<file path="config.mk">
export PLATFORM = sky130hd
export DESIGN_NAME = letc_core_top
export DESIGN_NICKNAME = d
export VERILOG_FILES = /design/src/hw/letc_core_pkg.sv /design/src/hw/letc_core_rf.sv /design/src/hw/letc_core_stage_d.sv /design/src/hw/letc_core_stage_e.sv /design/src/hw/letc_core_stage_w.sv /design/src/hw/letc_core_top.sv
export VERILOG_INCLUDE_DIRS = /design/src /design/src/hw
export SDC_FILE = /design/constraint.sdc
export NUM_CORES = 2
export LEC_CHECK = 0
export BUFFER_PORTS_ARGS = -buffer_cell sky130_fd_sc_hd__buf_2
export CAP_MARGIN = 20
export CORE_MARGIN = 2
export CORE_UTILIZATION = 45
export CTS_BUF_LIST = sky130_fd_sc_hd__clkbuf_4 sky130_fd_sc_hd__clkbuf_8
export CTS_CLUSTER_DIAMETER = 80
export DETAILED_ROUTE_END_ITERATION = 8
export RECOVER_POWER = 25
export SLEW_MARGIN = 0
export SYNTH_ARGS = -nofsm -noshare
export SYNTH_HDL_FRONTEND = slang
export SYNTH_SLANG_ARGS = --single-unit
</file>
<file path="constraint.sdc">
create_clock -name clk -period 10.2 [get_ports clk]
set_input_delay 1.53 -clock clk [delete_from_list [all_inputs] [get_ports clk]]
set_output_delay 1.53 -clock clk [all_outputs]
set_load 0.02 [all_outputs]
</file>
<file path="src/hw/letc_core_params.svh">
`ifndef LETC_CORE_PARAMS_SVH
`define LETC_CORE_PARAMS_SVH

// Data word width
`define LETC_CORE_XLEN 32

// Architectural integer registers
`define LETC_CORE_NUM_REGS 32

// Major opcodes handled by this pipeline
`define LETC_CORE_OPCODE_OP     7'b0110011
`define LETC_CORE_OPCODE_OP_IMM 7'b0010011
// Load upper immediate
`define LETC_CORE_OPCODE_LUI    7'b0110111

`endif

</file>
<file path="src/hw/letc_core_pkg.sv">
`default_nettype none

`include "letc_core_params.svh"

package letc_core_pkg;

    // Basic widths
    typedef logic [`LETC_CORE_XLEN-1:0] word_t;
    typedef logic [31:0] instr_t;
    typedef logic [$clog2(`LETC_CORE_NUM_REGS)-1:0] reg_idx_t;

    // funct3 with instruction bit 30 on top
    typedef logic [3:0] alu_op_t;

    // Decode to execute
    typedef struct packed {
        logic     valid;
        logic     illegal;
        reg_idx_t rd_idx;
        logic     rd_we;
        alu_op_t  alu_op;
        // Already bypassed with the immediate already muxed in
        word_t    op_a;
        word_t    op_b;
    } d_to_e_s;

    // Execute result and write-back register contents
    typedef struct packed {
        logic     valid;
        logic     illegal;
        reg_idx_t rd_idx;
        logic     rd_we;
        word_t    result;
    } e_to_w_s;

    // Retire record seen outside the core
    typedef struct packed {
        logic     valid;
        logic     illegal;
        reg_idx_t rd_idx;
        word_t    value;
    } retire_s;

endpackage : letc_core_pkg

`default_nettype wire

</file>
<file path="src/hw/letc_core_rf.sv">
`timescale 1ns/1ps
`default_nettype none

`include "letc_core_params.svh"

module letc_core_rf (
    input  logic                    clk,
    input  logic                    reset,

    // Read ports
    input  letc_core_pkg::reg_idx_t rs1_idx,
    input  letc_core_pkg::reg_idx_t rs2_idx,
    output letc_core_pkg::word_t    rs1_val,
    output letc_core_pkg::word_t    rs2_val,

    // Write port
    input  letc_core_pkg::reg_idx_t rd_idx,
    input  letc_core_pkg::word_t    rd_val,
    input  logic                    rd_wen
);
    import letc_core_pkg::*;

    // Architectural state including the never written x0
    word_t regs [0:`LETC_CORE_NUM_REGS-1];

    always_ff @(posedge clk) begin
        if (reset) begin
            for (int i = 0; i < `LETC_CORE_NUM_REGS; i++) begin
                regs[i] <= '0;
            end
        end else if (rd_wen && (rd_idx != '0)) begin
            regs[rd_idx] <= rd_val;
        end
    end

    // Asynchronous reads with x0 hardwired to zero
    assign rs1_val = (rs1_idx == '0) ? '0 : regs[rs1_idx];
    assign rs2_val = (rs2_idx == '0) ? '0 : regs[rs2_idx];

endmodule : letc_core_rf

`default_nettype wire

</file>
<file path="src/hw/letc_core_stage_d.sv">
`timescale 1ns/1ps
`default_nettype none

`include "letc_core_params.svh"

module letc_core_stage_d (
    input  logic                    clk,
    input  logic                    reset,

    // Incoming instruction strobe
    input  logic                    instr_valid,
    input  letc_core_pkg::instr_t   instr,

    // Register file read ports
    output letc_core_pkg::reg_idx_t rs1_idx,
    output letc_core_pkg::reg_idx_t rs2_idx,
    input  letc_core_pkg::word_t    rs1_val,
    input  letc_core_pkg::word_t    rs2_val,

    // Bypass sources with the youngest first
    input  letc_core_pkg::e_to_w_s  e_result,
    input  letc_core_pkg::e_to_w_s  e_to_w,

    // To E
    output letc_core_pkg::d_to_e_s  d_to_e
);
    import letc_core_pkg::*;

    // Captured instruction
    logic       instr_valid_q;
    instr_t     instr_q;

    // Instruction fields
    logic [6:0] opcode;
    logic [2:0] funct3;
    reg_idx_t   rd_field;
    word_t      imm_i;
    word_t      imm_u;

    // Opcode class
    logic       is_op;
    logic       is_op_imm;
    logic       is_lui;
    logic       legal;

    // Operands after bypass
    word_t      rs1_byp;
    word_t      rs2_byp;
    d_to_e_s    d_next;

    // E result beats W result and W beats the register file
    function automatic word_t bypass_operand(input reg_idx_t idx, input word_t rf_val);
        if (idx == '0) begin
            return '0;
        end else if (e_result.valid && e_result.rd_we && (e_result.rd_idx == idx)) begin
            return e_result.result;
        end else if (e_to_w.valid && e_to_w.rd_we && (e_to_w.rd_idx == idx)) begin
            return e_to_w.result;
        end
        return rf_val;
    endfunction

    // Input sample register
    always_ff @(posedge clk) begin
        instr_q <= instr;
        if (reset) begin
            instr_valid_q <= 1'b0;
        end else begin
            instr_valid_q <= instr_valid;
        end
    end

    // Field split
    assign opcode   = instr_q[6:0];
    assign rd_field = instr_q[11:7];
    assign funct3   = instr_q[14:12];
    assign rs1_idx  = instr_q[19:15];
    assign rs2_idx  = instr_q[24:20];
    assign imm_i    = {{(`LETC_CORE_XLEN-12){instr_q[31]}}, instr_q[31:20]};
    assign imm_u    = {instr_q[31:12], 12'b0};

    assign is_op     = (opcode == `LETC_CORE_OPCODE_OP);
    assign is_op_imm = (opcode == `LETC_CORE_OPCODE_OP_IMM);
    assign is_lui    = (opcode == `LETC_CORE_OPCODE_LUI);
    assign legal     = is_op | is_op_imm | is_lui;

    always_comb begin
        rs1_byp = bypass_operand(rs1_idx, rs1_val);
        rs2_byp = bypass_operand(rs2_idx, rs2_val);
    end

    always_comb begin
        d_next         = '0;
        d_next.valid   = instr_valid_q;
        d_next.illegal = instr_valid_q & ~legal;
        d_next.rd_idx  = rd_field;
        // Illegal words never write
        d_next.rd_we   = instr_valid_q & legal;
        d_next.op_a    = rs1_byp;
        d_next.op_b    = rs2_byp;
        if (is_op) begin
            d_next.alu_op = {instr_q[30], funct3};
        end else if (is_op_imm) begin
            // Bit 30 is an immediate bit except for srai
            d_next.alu_op = {(funct3 == 3'b101) & instr_q[30], funct3};
            d_next.op_b   = imm_i;
        end else if (is_lui) begin
            // 0 + upper immediate through the adder
            d_next.alu_op = 4'b0000;
            d_next.op_a   = '0;
            d_next.op_b   = imm_u;
        end
    end

    always_ff @(posedge clk) begin
        d_to_e <= d_next;
        if (reset) begin
            d_to_e.valid   <= 1'b0;
            d_to_e.illegal <= 1'b0;
            d_to_e.rd_we   <= 1'b0;
        end
    end

endmodule : letc_core_stage_d

`default_nettype wire

</file>
<file path="src/hw/letc_core_stage_e.sv">
`timescale 1ns/1ps
`default_nettype none

`include "letc_core_params.svh"

module letc_core_stage_e (
    // From D
    input  letc_core_pkg::d_to_e_s d_to_e,

    // To W and to the D bypass
    output letc_core_pkg::e_to_w_s e_result
);
    import letc_core_pkg::*;

    // Shifts use the low bits of op_b only
    localparam int SHAMT_W = $clog2(`LETC_CORE_XLEN);

    alu_op_t            alu_op;
    word_t              op_a;
    word_t              op_b;
    logic [SHAMT_W-1:0] shamt;
    // Bit 30 selects sub over add and sra over srl
    logic               alt;
    logic               lt_signed;
    logic               lt_unsigned;
    word_t              alu_out;

    assign alu_op = d_to_e.alu_op;
    assign op_a   = d_to_e.op_a;
    assign op_b   = d_to_e.op_b;
    assign shamt  = op_b[SHAMT_W-1:0];
    assign alt    = alu_op[3];

    assign lt_signed   = $signed(op_a) < $signed(op_b);
    assign lt_unsigned = op_a < op_b;

    // Selected by funct3
    always_comb begin
        unique case (alu_op[2:0])
            3'b000: begin
                alu_out = alt ? (op_a - op_b) : (op_a + op_b);
            end
            3'b001: begin
                alu_out = op_a << shamt;
            end
            3'b010: begin
                alu_out = word_t'(lt_signed);
            end
            3'b011: begin
                alu_out = word_t'(lt_unsigned);
            end
            3'b100: begin
                alu_out = op_a ^ op_b;
            end
            3'b101: begin
                // Arithmetic shift keeps the sign of op_a
                alu_out = alt ? word_t'($signed(op_a) >>> shamt) : (op_a >> shamt);
            end
            3'b110: begin
                alu_out = op_a | op_b;
            end
            default: begin
                alu_out = op_a & op_b;
            end
        endcase
    end

    // Control fields pass straight through
    assign e_result.valid   = d_to_e.valid;
    assign e_result.illegal = d_to_e.illegal;
    assign e_result.rd_idx  = d_to_e.rd_idx;
    assign e_result.rd_we   = d_to_e.rd_we;
    assign e_result.result  = alu_out;

endmodule : letc_core_stage_e

`default_nettype wire

</file>
<file path="src/hw/letc_core_stage_w.sv">
`timescale 1ns/1ps
`default_nettype none

module letc_core_stage_w (
    input  logic                    clk,
    input  logic                    reset,

    // From E
    input  letc_core_pkg::e_to_w_s  e_result,

    // Registered result that also feeds the D bypass
    output letc_core_pkg::e_to_w_s  e_to_w,

    // Register file write port
    output letc_core_pkg::reg_idx_t rd_idx,
    output letc_core_pkg::word_t    rd_val,
    output logic                    rd_wen,

    // Retire record
    output letc_core_pkg::retire_s  retire
);

    always_ff @(posedge clk) begin
        e_to_w <= e_result;
        if (reset) begin
            e_to_w.valid   <= 1'b0;
            e_to_w.illegal <= 1'b0;
            e_to_w.rd_we   <= 1'b0;
        end
    end

    // x0 writes still retire but never reach the RF
    assign rd_idx = e_to_w.rd_idx;
    assign rd_val = e_to_w.result;
    assign rd_wen = e_to_w.valid & e_to_w.rd_we & (e_to_w.rd_idx != '0);

    assign retire.valid   = e_to_w.valid;
    assign retire.illegal = e_to_w.illegal;
    assign retire.rd_idx  = e_to_w.rd_idx;
    assign retire.value   = e_to_w.result;

endmodule : letc_core_stage_w

`default_nettype wire

</file>
<file path="src/hw/letc_core_top.sv">
`timescale 1ns/1ps
`default_nettype none

module letc_core_top (
    input  logic                   clk,
    input  logic                   reset,

    // Instruction in, one per strobe
    input  logic                   instr_valid,
    input  letc_core_pkg::instr_t  instr,

    // Retire out
    output letc_core_pkg::retire_s retire
);
    import letc_core_pkg::*;

    // rs1/rs2 read ports
    reg_idx_t rs1_idx;
    reg_idx_t rs2_idx;
    word_t    rs1_val;
    word_t    rs2_val;

    // rd write port
    reg_idx_t rd_idx;
    word_t    rd_val;
    logic     rd_wen;

    // Inter-stage packets
    d_to_e_s  d_to_e;
    e_to_w_s  e_result;
    e_to_w_s  e_to_w;

    letc_core_rf rf (
        .clk     (clk),
        .reset   (reset),
        .rs1_idx (rs1_idx),
        .rs2_idx (rs2_idx),
        .rs1_val (rs1_val),
        .rs2_val (rs2_val),
        .rd_idx  (rd_idx),
        .rd_val  (rd_val),
        .rd_wen  (rd_wen)
    );

    // Decode, operand read and bypass
    letc_core_stage_d stage_d (
        .clk         (clk),
        .reset       (reset),
        .instr_valid (instr_valid),
        .instr       (instr),
        .rs1_idx     (rs1_idx),
        .rs2_idx     (rs2_idx),
        .rs1_val     (rs1_val),
        .rs2_val     (rs2_val),
        .e_result    (e_result),
        .e_to_w      (e_to_w),
        .d_to_e      (d_to_e)
    );

    // ALU, combinational
    letc_core_stage_e stage_e (
        .d_to_e   (d_to_e),
        .e_result (e_result)
    );

    letc_core_stage_w stage_w (
        .clk      (clk),
        .reset    (reset),
        .e_result (e_result),
        .e_to_w   (e_to_w),
        .rd_idx   (rd_idx),
        .rd_val   (rd_val),
        .rd_wen   (rd_wen),
        .retire   (retire)
    );

endmodule : letc_core_top

`default_nettype wire

</file>
== Word level (Yosys, flattened, before mapping) ==
Memory sizes are Yosys's and may differ from the RTL's. A register that Yosys moved wholly into a read port is not among the register bits.
Cells that the tools add are included.

* Mux-type cells: 33
* Reduce and logical (&&, ||, !) cells: 12
* Add/subtract/negate cells: 2
* $lt $le $gt $ge: 2
* Equal/unequal tests: 14
* Bitwise operators: 11
* Shifts and indexed selects: 3

{| class="wikitable"
|+ Operators by type and width
! kind !! number
|-
| $mux W32 || 15
|-
| $pmux W32 S7 || 1
|-
| $mux W64 || 2
|-
| $lt A32 B32 Y1 || 2
|-
| $add A32 B32 Y32 || 1
|-
| $and A32 B32 Y32 || 1
|-
| $or A32 B32 Y32 || 1
|-
| $reduce_or A32 Y1 || 1
|-
| $shl A32 B5 Y32 || 1
|-
| $shr A32 B5 Y32 || 1
|-
| $sshr A32 B5 Y32 || 1
|-
| $sub A32 B32 Y32 || 1
|-
| $xor A32 B32 Y32 || 1
|-
| $eq A5 B5 Y1 || 4
|-
| $eq A7 B6 Y1 const B || 2
|-
| $eq A3 B3 Y1 const B || 4
|-
| $mux W1 || 12
|-
| $logic_not A5 Y1 || 2
|-
| $mux W4 || 2
|-
| $eq A7 B5 Y1 const B || 1
|-
| $logic_and A1 B1 Y1 || 7
|-
| $eq A3 B2 Y1 const B || 2
|-
| $and A1 B1 Y1 || 5
|-
| $mux W5 || 1
|-
| other kinds (5) || 6
|}

* RAM bits: 1,024
* Register bits after elaboration: 149
* Word-level logic and storage cells: 92
* Memories: 1

{| class="wikitable"
|+ Memory list
! name !! words !! width !! read ports !! clocked after Yosys merged registers in !! write ports !! RTL line !! source
|-
| rf.regs || 32 || 32 || 2 || 2 || 32 || letc_core_rf.sv:24 || <nowiki>word_t regs [0:`LETC_CORE_NUM_REGS-1];</nowiki>
|}

== Depth between registers and ports, before layout ==
* Word-level depth: 9
* Mapped depth: 15
* Gate-level depth less buffers: 12

== Modules after synthesis ==
A second synthesis with hierarchy kept.

* Cell total of the unflattened synthesis: 5,428
* Area, all modules: 69,242.7 um2

{| class="wikitable"
|+ By module, submodules not included
! module !! cells an instance !! area each (um2) !! instances
|-
| letc_core_rf || 3,502 || 54,253.3 || 1
|-
| letc_core_stage_e || 1,376 || 9,095.0 || 1
|-
| letc_core_stage_d || 429 || 4,488.1 || 1
|-
| letc_core_stage_w || 121 || 1,406.3 || 1
|}

== Least setup slack after synthesis ==
OpenSTA, ideal clock, no wires.

* Path kind: register to register
* Start point: reg stage_d.d_to_e[1] (netlist name)
* End point: reg stage_d.d_to_e[57] (netlist name)
* Arrival: 3.607 ns
* Setup slack: 6.460 ns
* Cell stages (with the launch flop): 15
* Buffers on the path: 3
* Data required time: 10.067 ns
* Path through: dfxtp_1 buf_4 inv_2 buf_2 buf_1 ha_1 o21ba_1 nor4_4 o2111ai_2 a311o_1 a211oi_2 o2111ai_1 a31o_1 a211oi_2 a211oi_2

==> impl_metrics.yaml <==
global_route:
  grt_util_met3_pct: 6.60
  met1_usage_pct: 40.5
  grt_pass1_vias: 46400
  antenna_found_initial: 14
  busiest_layer: "met2"
  grt_usage_pct: 31.6
  gr-usage-met2_pct: 50.8
  grt_max_degree: 124
  grt_pass1_wl_um: 350000
  grt_overflow: 0
cells_and_area:
  final_common_cell: "edfxtp_1"
  area_growth_syn_to_layout_pct: 9.06
  drive_gt1_share_pct: 26.9
  fin_nets: 5134
  final_cell_area_um2: 74900
  mostFrequentLayoutCells: "edfxtp_1, and2_1, mux4_2, clkbuf_8, and2_0"
  fillers: 13200
worst_setup_path:
  crit_path_start: "reset"
  endpoint_kind: "flip-flop"
  crit_path_cell_trace: "clkbuf_1 > nor3_1 > nand2_1 > clkbuf_1 > nor2_4 > clkbuf_1 > or2_2 > buf_4"
  required_ns: 10.75
  cp_slowest_cell: "clkbuf_1"
  crit_arrival_ns: 7.15
  crit_path_frequent_cell: "clkbuf_1"
  rr_startpoint: "stage_w.e_to_w[39]"
  cpPeakStageDelay_ns: 1.87
  setup.worst_path.start_class: "input port"
  crit_fanout: 33
  worstSetupPathType: "in2reg"
placement:
  place_area_um2: 70900
  port_buffers: 73
  dp_hpwl_um: 158000
  gp_congestion: 1.00
  dpl_worst_slack_ns: 5.51
job:
  drv_cap: 21
timing:
  tightest_slew_ns: 2.80
  tns_ns: 0
  period_minus_slack_ns: 6.60
  fin_skew_ns: 0.0385
  slew_headroom_pct: -86.5
  worst_slack_ns: 3.60
  holdWs_ns: 0.325
  max_freq_mhz: 152
  setup_viol: 0
  fin_crit_sh_pct: 64.7
  rsz0062_at_grt: "false"
  slew_viol_final: 650
  finalHoldViolations: 0
drt:
  avgViaCountPerCell: 6.44
  num_vias: 46400
  first_pass_iters: 6
  route.detailed.drc: 0
  wirelength_um: 248000
  antenna_left: 0
  drtIter0Drc: 5762
  post_drt_wl_per_cell_um: 34.4
hold_path:
  hold_class: "reg2reg"
  hp-start: "stage_d.instr_q[7]"
cts:
  ctsResizeCount: 0
  cts-root-buf: "clkbuf_8"
  cts_max_level: 4
  clk_pin_slew_ns: 0.05
  hold_buffers: 0
  cts_buffers: 193
  cts.sinks: 1173
  clockBufferDepth: 3
  clk_latency_ns: 0.95
  tritoncts: "done"
  postCtsSetupBuffers: 0
synth:
  ys_seq_area_share_pct: 49.1
  avgSynthCellArea_um2: 13.5
  synthArstFlopShare_pct: 0
  ys_types: 99
  ys_dominant_reg_cell: "edfxtp_1"
  synth_edf_count: 1024
  synth_seq_cells: 1173
  yosysWarningCount: 0
  syn_area_um2: 68700
  synth_cells: 5072
outcome:
  failed_checks: "capacitance limit, slew limit"
  status: "complete, but fails checks"
floorplanning:
  fp.dieW_um: 395
  core_um2: 152000
  row_count: 143
  io_pins: 74
  initial_core_util_pct: 45.3
  dieArea_um2: 156000
  die_y_um: 395
power_and_ir_drop:
  pwr_density_cell_nw_per_um2: 180
  worst_ir_drop_vdd_mv: 0.125
  power.total_w: 0.0135
  leakagePower_nw: 26.8
[layout make-up]
type / count / area [um2] / share of cell area, %
Timing Repair Buffer: 250 / 1900 / 2.54
Inverter: 132 / 495 / 0.662
Clock inverter: 72 / 477 / 0.637
Antenna cell: 4 / 10.0 / 0.0134
Sequential cell: 1173 / 33800 / 45.1
Clock buffer: 282 / 3360 / 4.49
Multi-Input combinational cell: 3249 / 32300 / 43.2
Tap cell: 2030 / 2540 / 3.39
[metal layers]
layer | share of wire, % | up-vias
met2 | 48 | 2625
met3 | 9.0 | 567
met4 | 5.7 | 0
met5 | 0 | -
li1 | - | 19300
met1 | 38 | 23900
[through the flow]
step	utilization (%)	std cells
2_1_floorplan	-	5103
3_3_place_gp	46.7	6821
3_5_place_dp	46.7	6825
4_1_cts	49.3	7179
5_1_grt	49.4	7191
6_report	49.4	7192
[cell families (layout without fill, tap and decap cells)]
| group | after synthesis | count (layout) | synth area share (%) |
|---|---|---|---|
| buffers and inverters | 681 | 736 | 4.33 |
| AO/OA/AOI/OAI | 691 | 691 | 6.82 |
| XOR/XNOR | 34 | 34 | 0.434 |
| adder cells (fa/ha/maj) | 100 | 100 | 1.84 |
| multiplexers | 821 | 821 | 24.5 |
| flip-flops | 1173 | 1173 | 49.1 |
| other | 1 | 36 | 0.00546 |
| AND/OR/NAND/NOR | 1571 | 1571 | 12.9 |
[worst max-delay path: cells and delay by family]
family,cells,cell delay [ns]
AND/OR/NAND/NOR,4,1.55
buffers and inverters,4,3.99
[Yosys cell counts, drive strengths merged (14+ instances only)]
| library cell | instances | area, um2 |
|---|---|---|
| a211oi | 48 | 375 |
| a21o | 27 | 203 |
| a21oi | 192 | 965 |
| a221o | 15 | 150 |
| a221oi | 41 | 372 |
| a31oi | 21 | 138 |
| and2 | 949 | 5940 |
| buf | 214 | 1220 |
| clkbuf | 335 | 1260 |
| dfxtp | 149 | 2980 |
| edfxtp | 1024 | 30700 |
| ha | 98 | 1230 |
| inv | 131 | 492 |
| mux2 | 42 | 473 |
| mux2i | 95 | 951 |
| mux4 | 684 | 15400 |
| nand2 | 154 | 578 |
| nand3 | 40 | 200 |
| nand4 | 16 | 100 |
| nor2 | 189 | 709 |
| nor2b | 16 | 100 |
| nor3 | 107 | 551 |
| nor4 | 14 | 118 |
| o211ai | 27 | 208 |
| o21ai | 133 | 666 |
| o221ai | 17 | 155 |
| o22ai | 15 | 93.8 |
| o31ai | 15 | 118 |
| or2 | 39 | 244 |
| xnor2 | 27 | 236 |
[where the power goes]
| group | total, W | switching (W) | internal [W] |
|---|---|---|---|
| sequential | 0.00574 | 0.000272 | 0.00547 |
| clock | 0.00415 | 0.00199 | 0.00216 |
| combinational | 0.00356 | 0.00238 | 0.00118 |
| total | 0.0135 | 0.00465 | 0.00881 |
[worst paths after layout]
kind	end	slack, ns	cells past startpoint
worst max-delay path	rf.regs[22][22]	3.60	8
worst min-delay path	stage_d.d_to_e[69]	0.33	0
worst max register to register	rf.regs[22][22]	4.80	8
worst min register to register	stage_d.d_to_e[69]	0.33	0
[registers in the layout (all words and copies together), names as in the netlist]
register,count
stage_w.rd_idx,5
stage_d.instr_q,32
stage_d.instr_valid_q,1
rf.regs,1024
stage_w.rd_val,32
stage_w.e_to_w,3
stage_d.d_to_e,76
(Power assumes the default switching activity.)
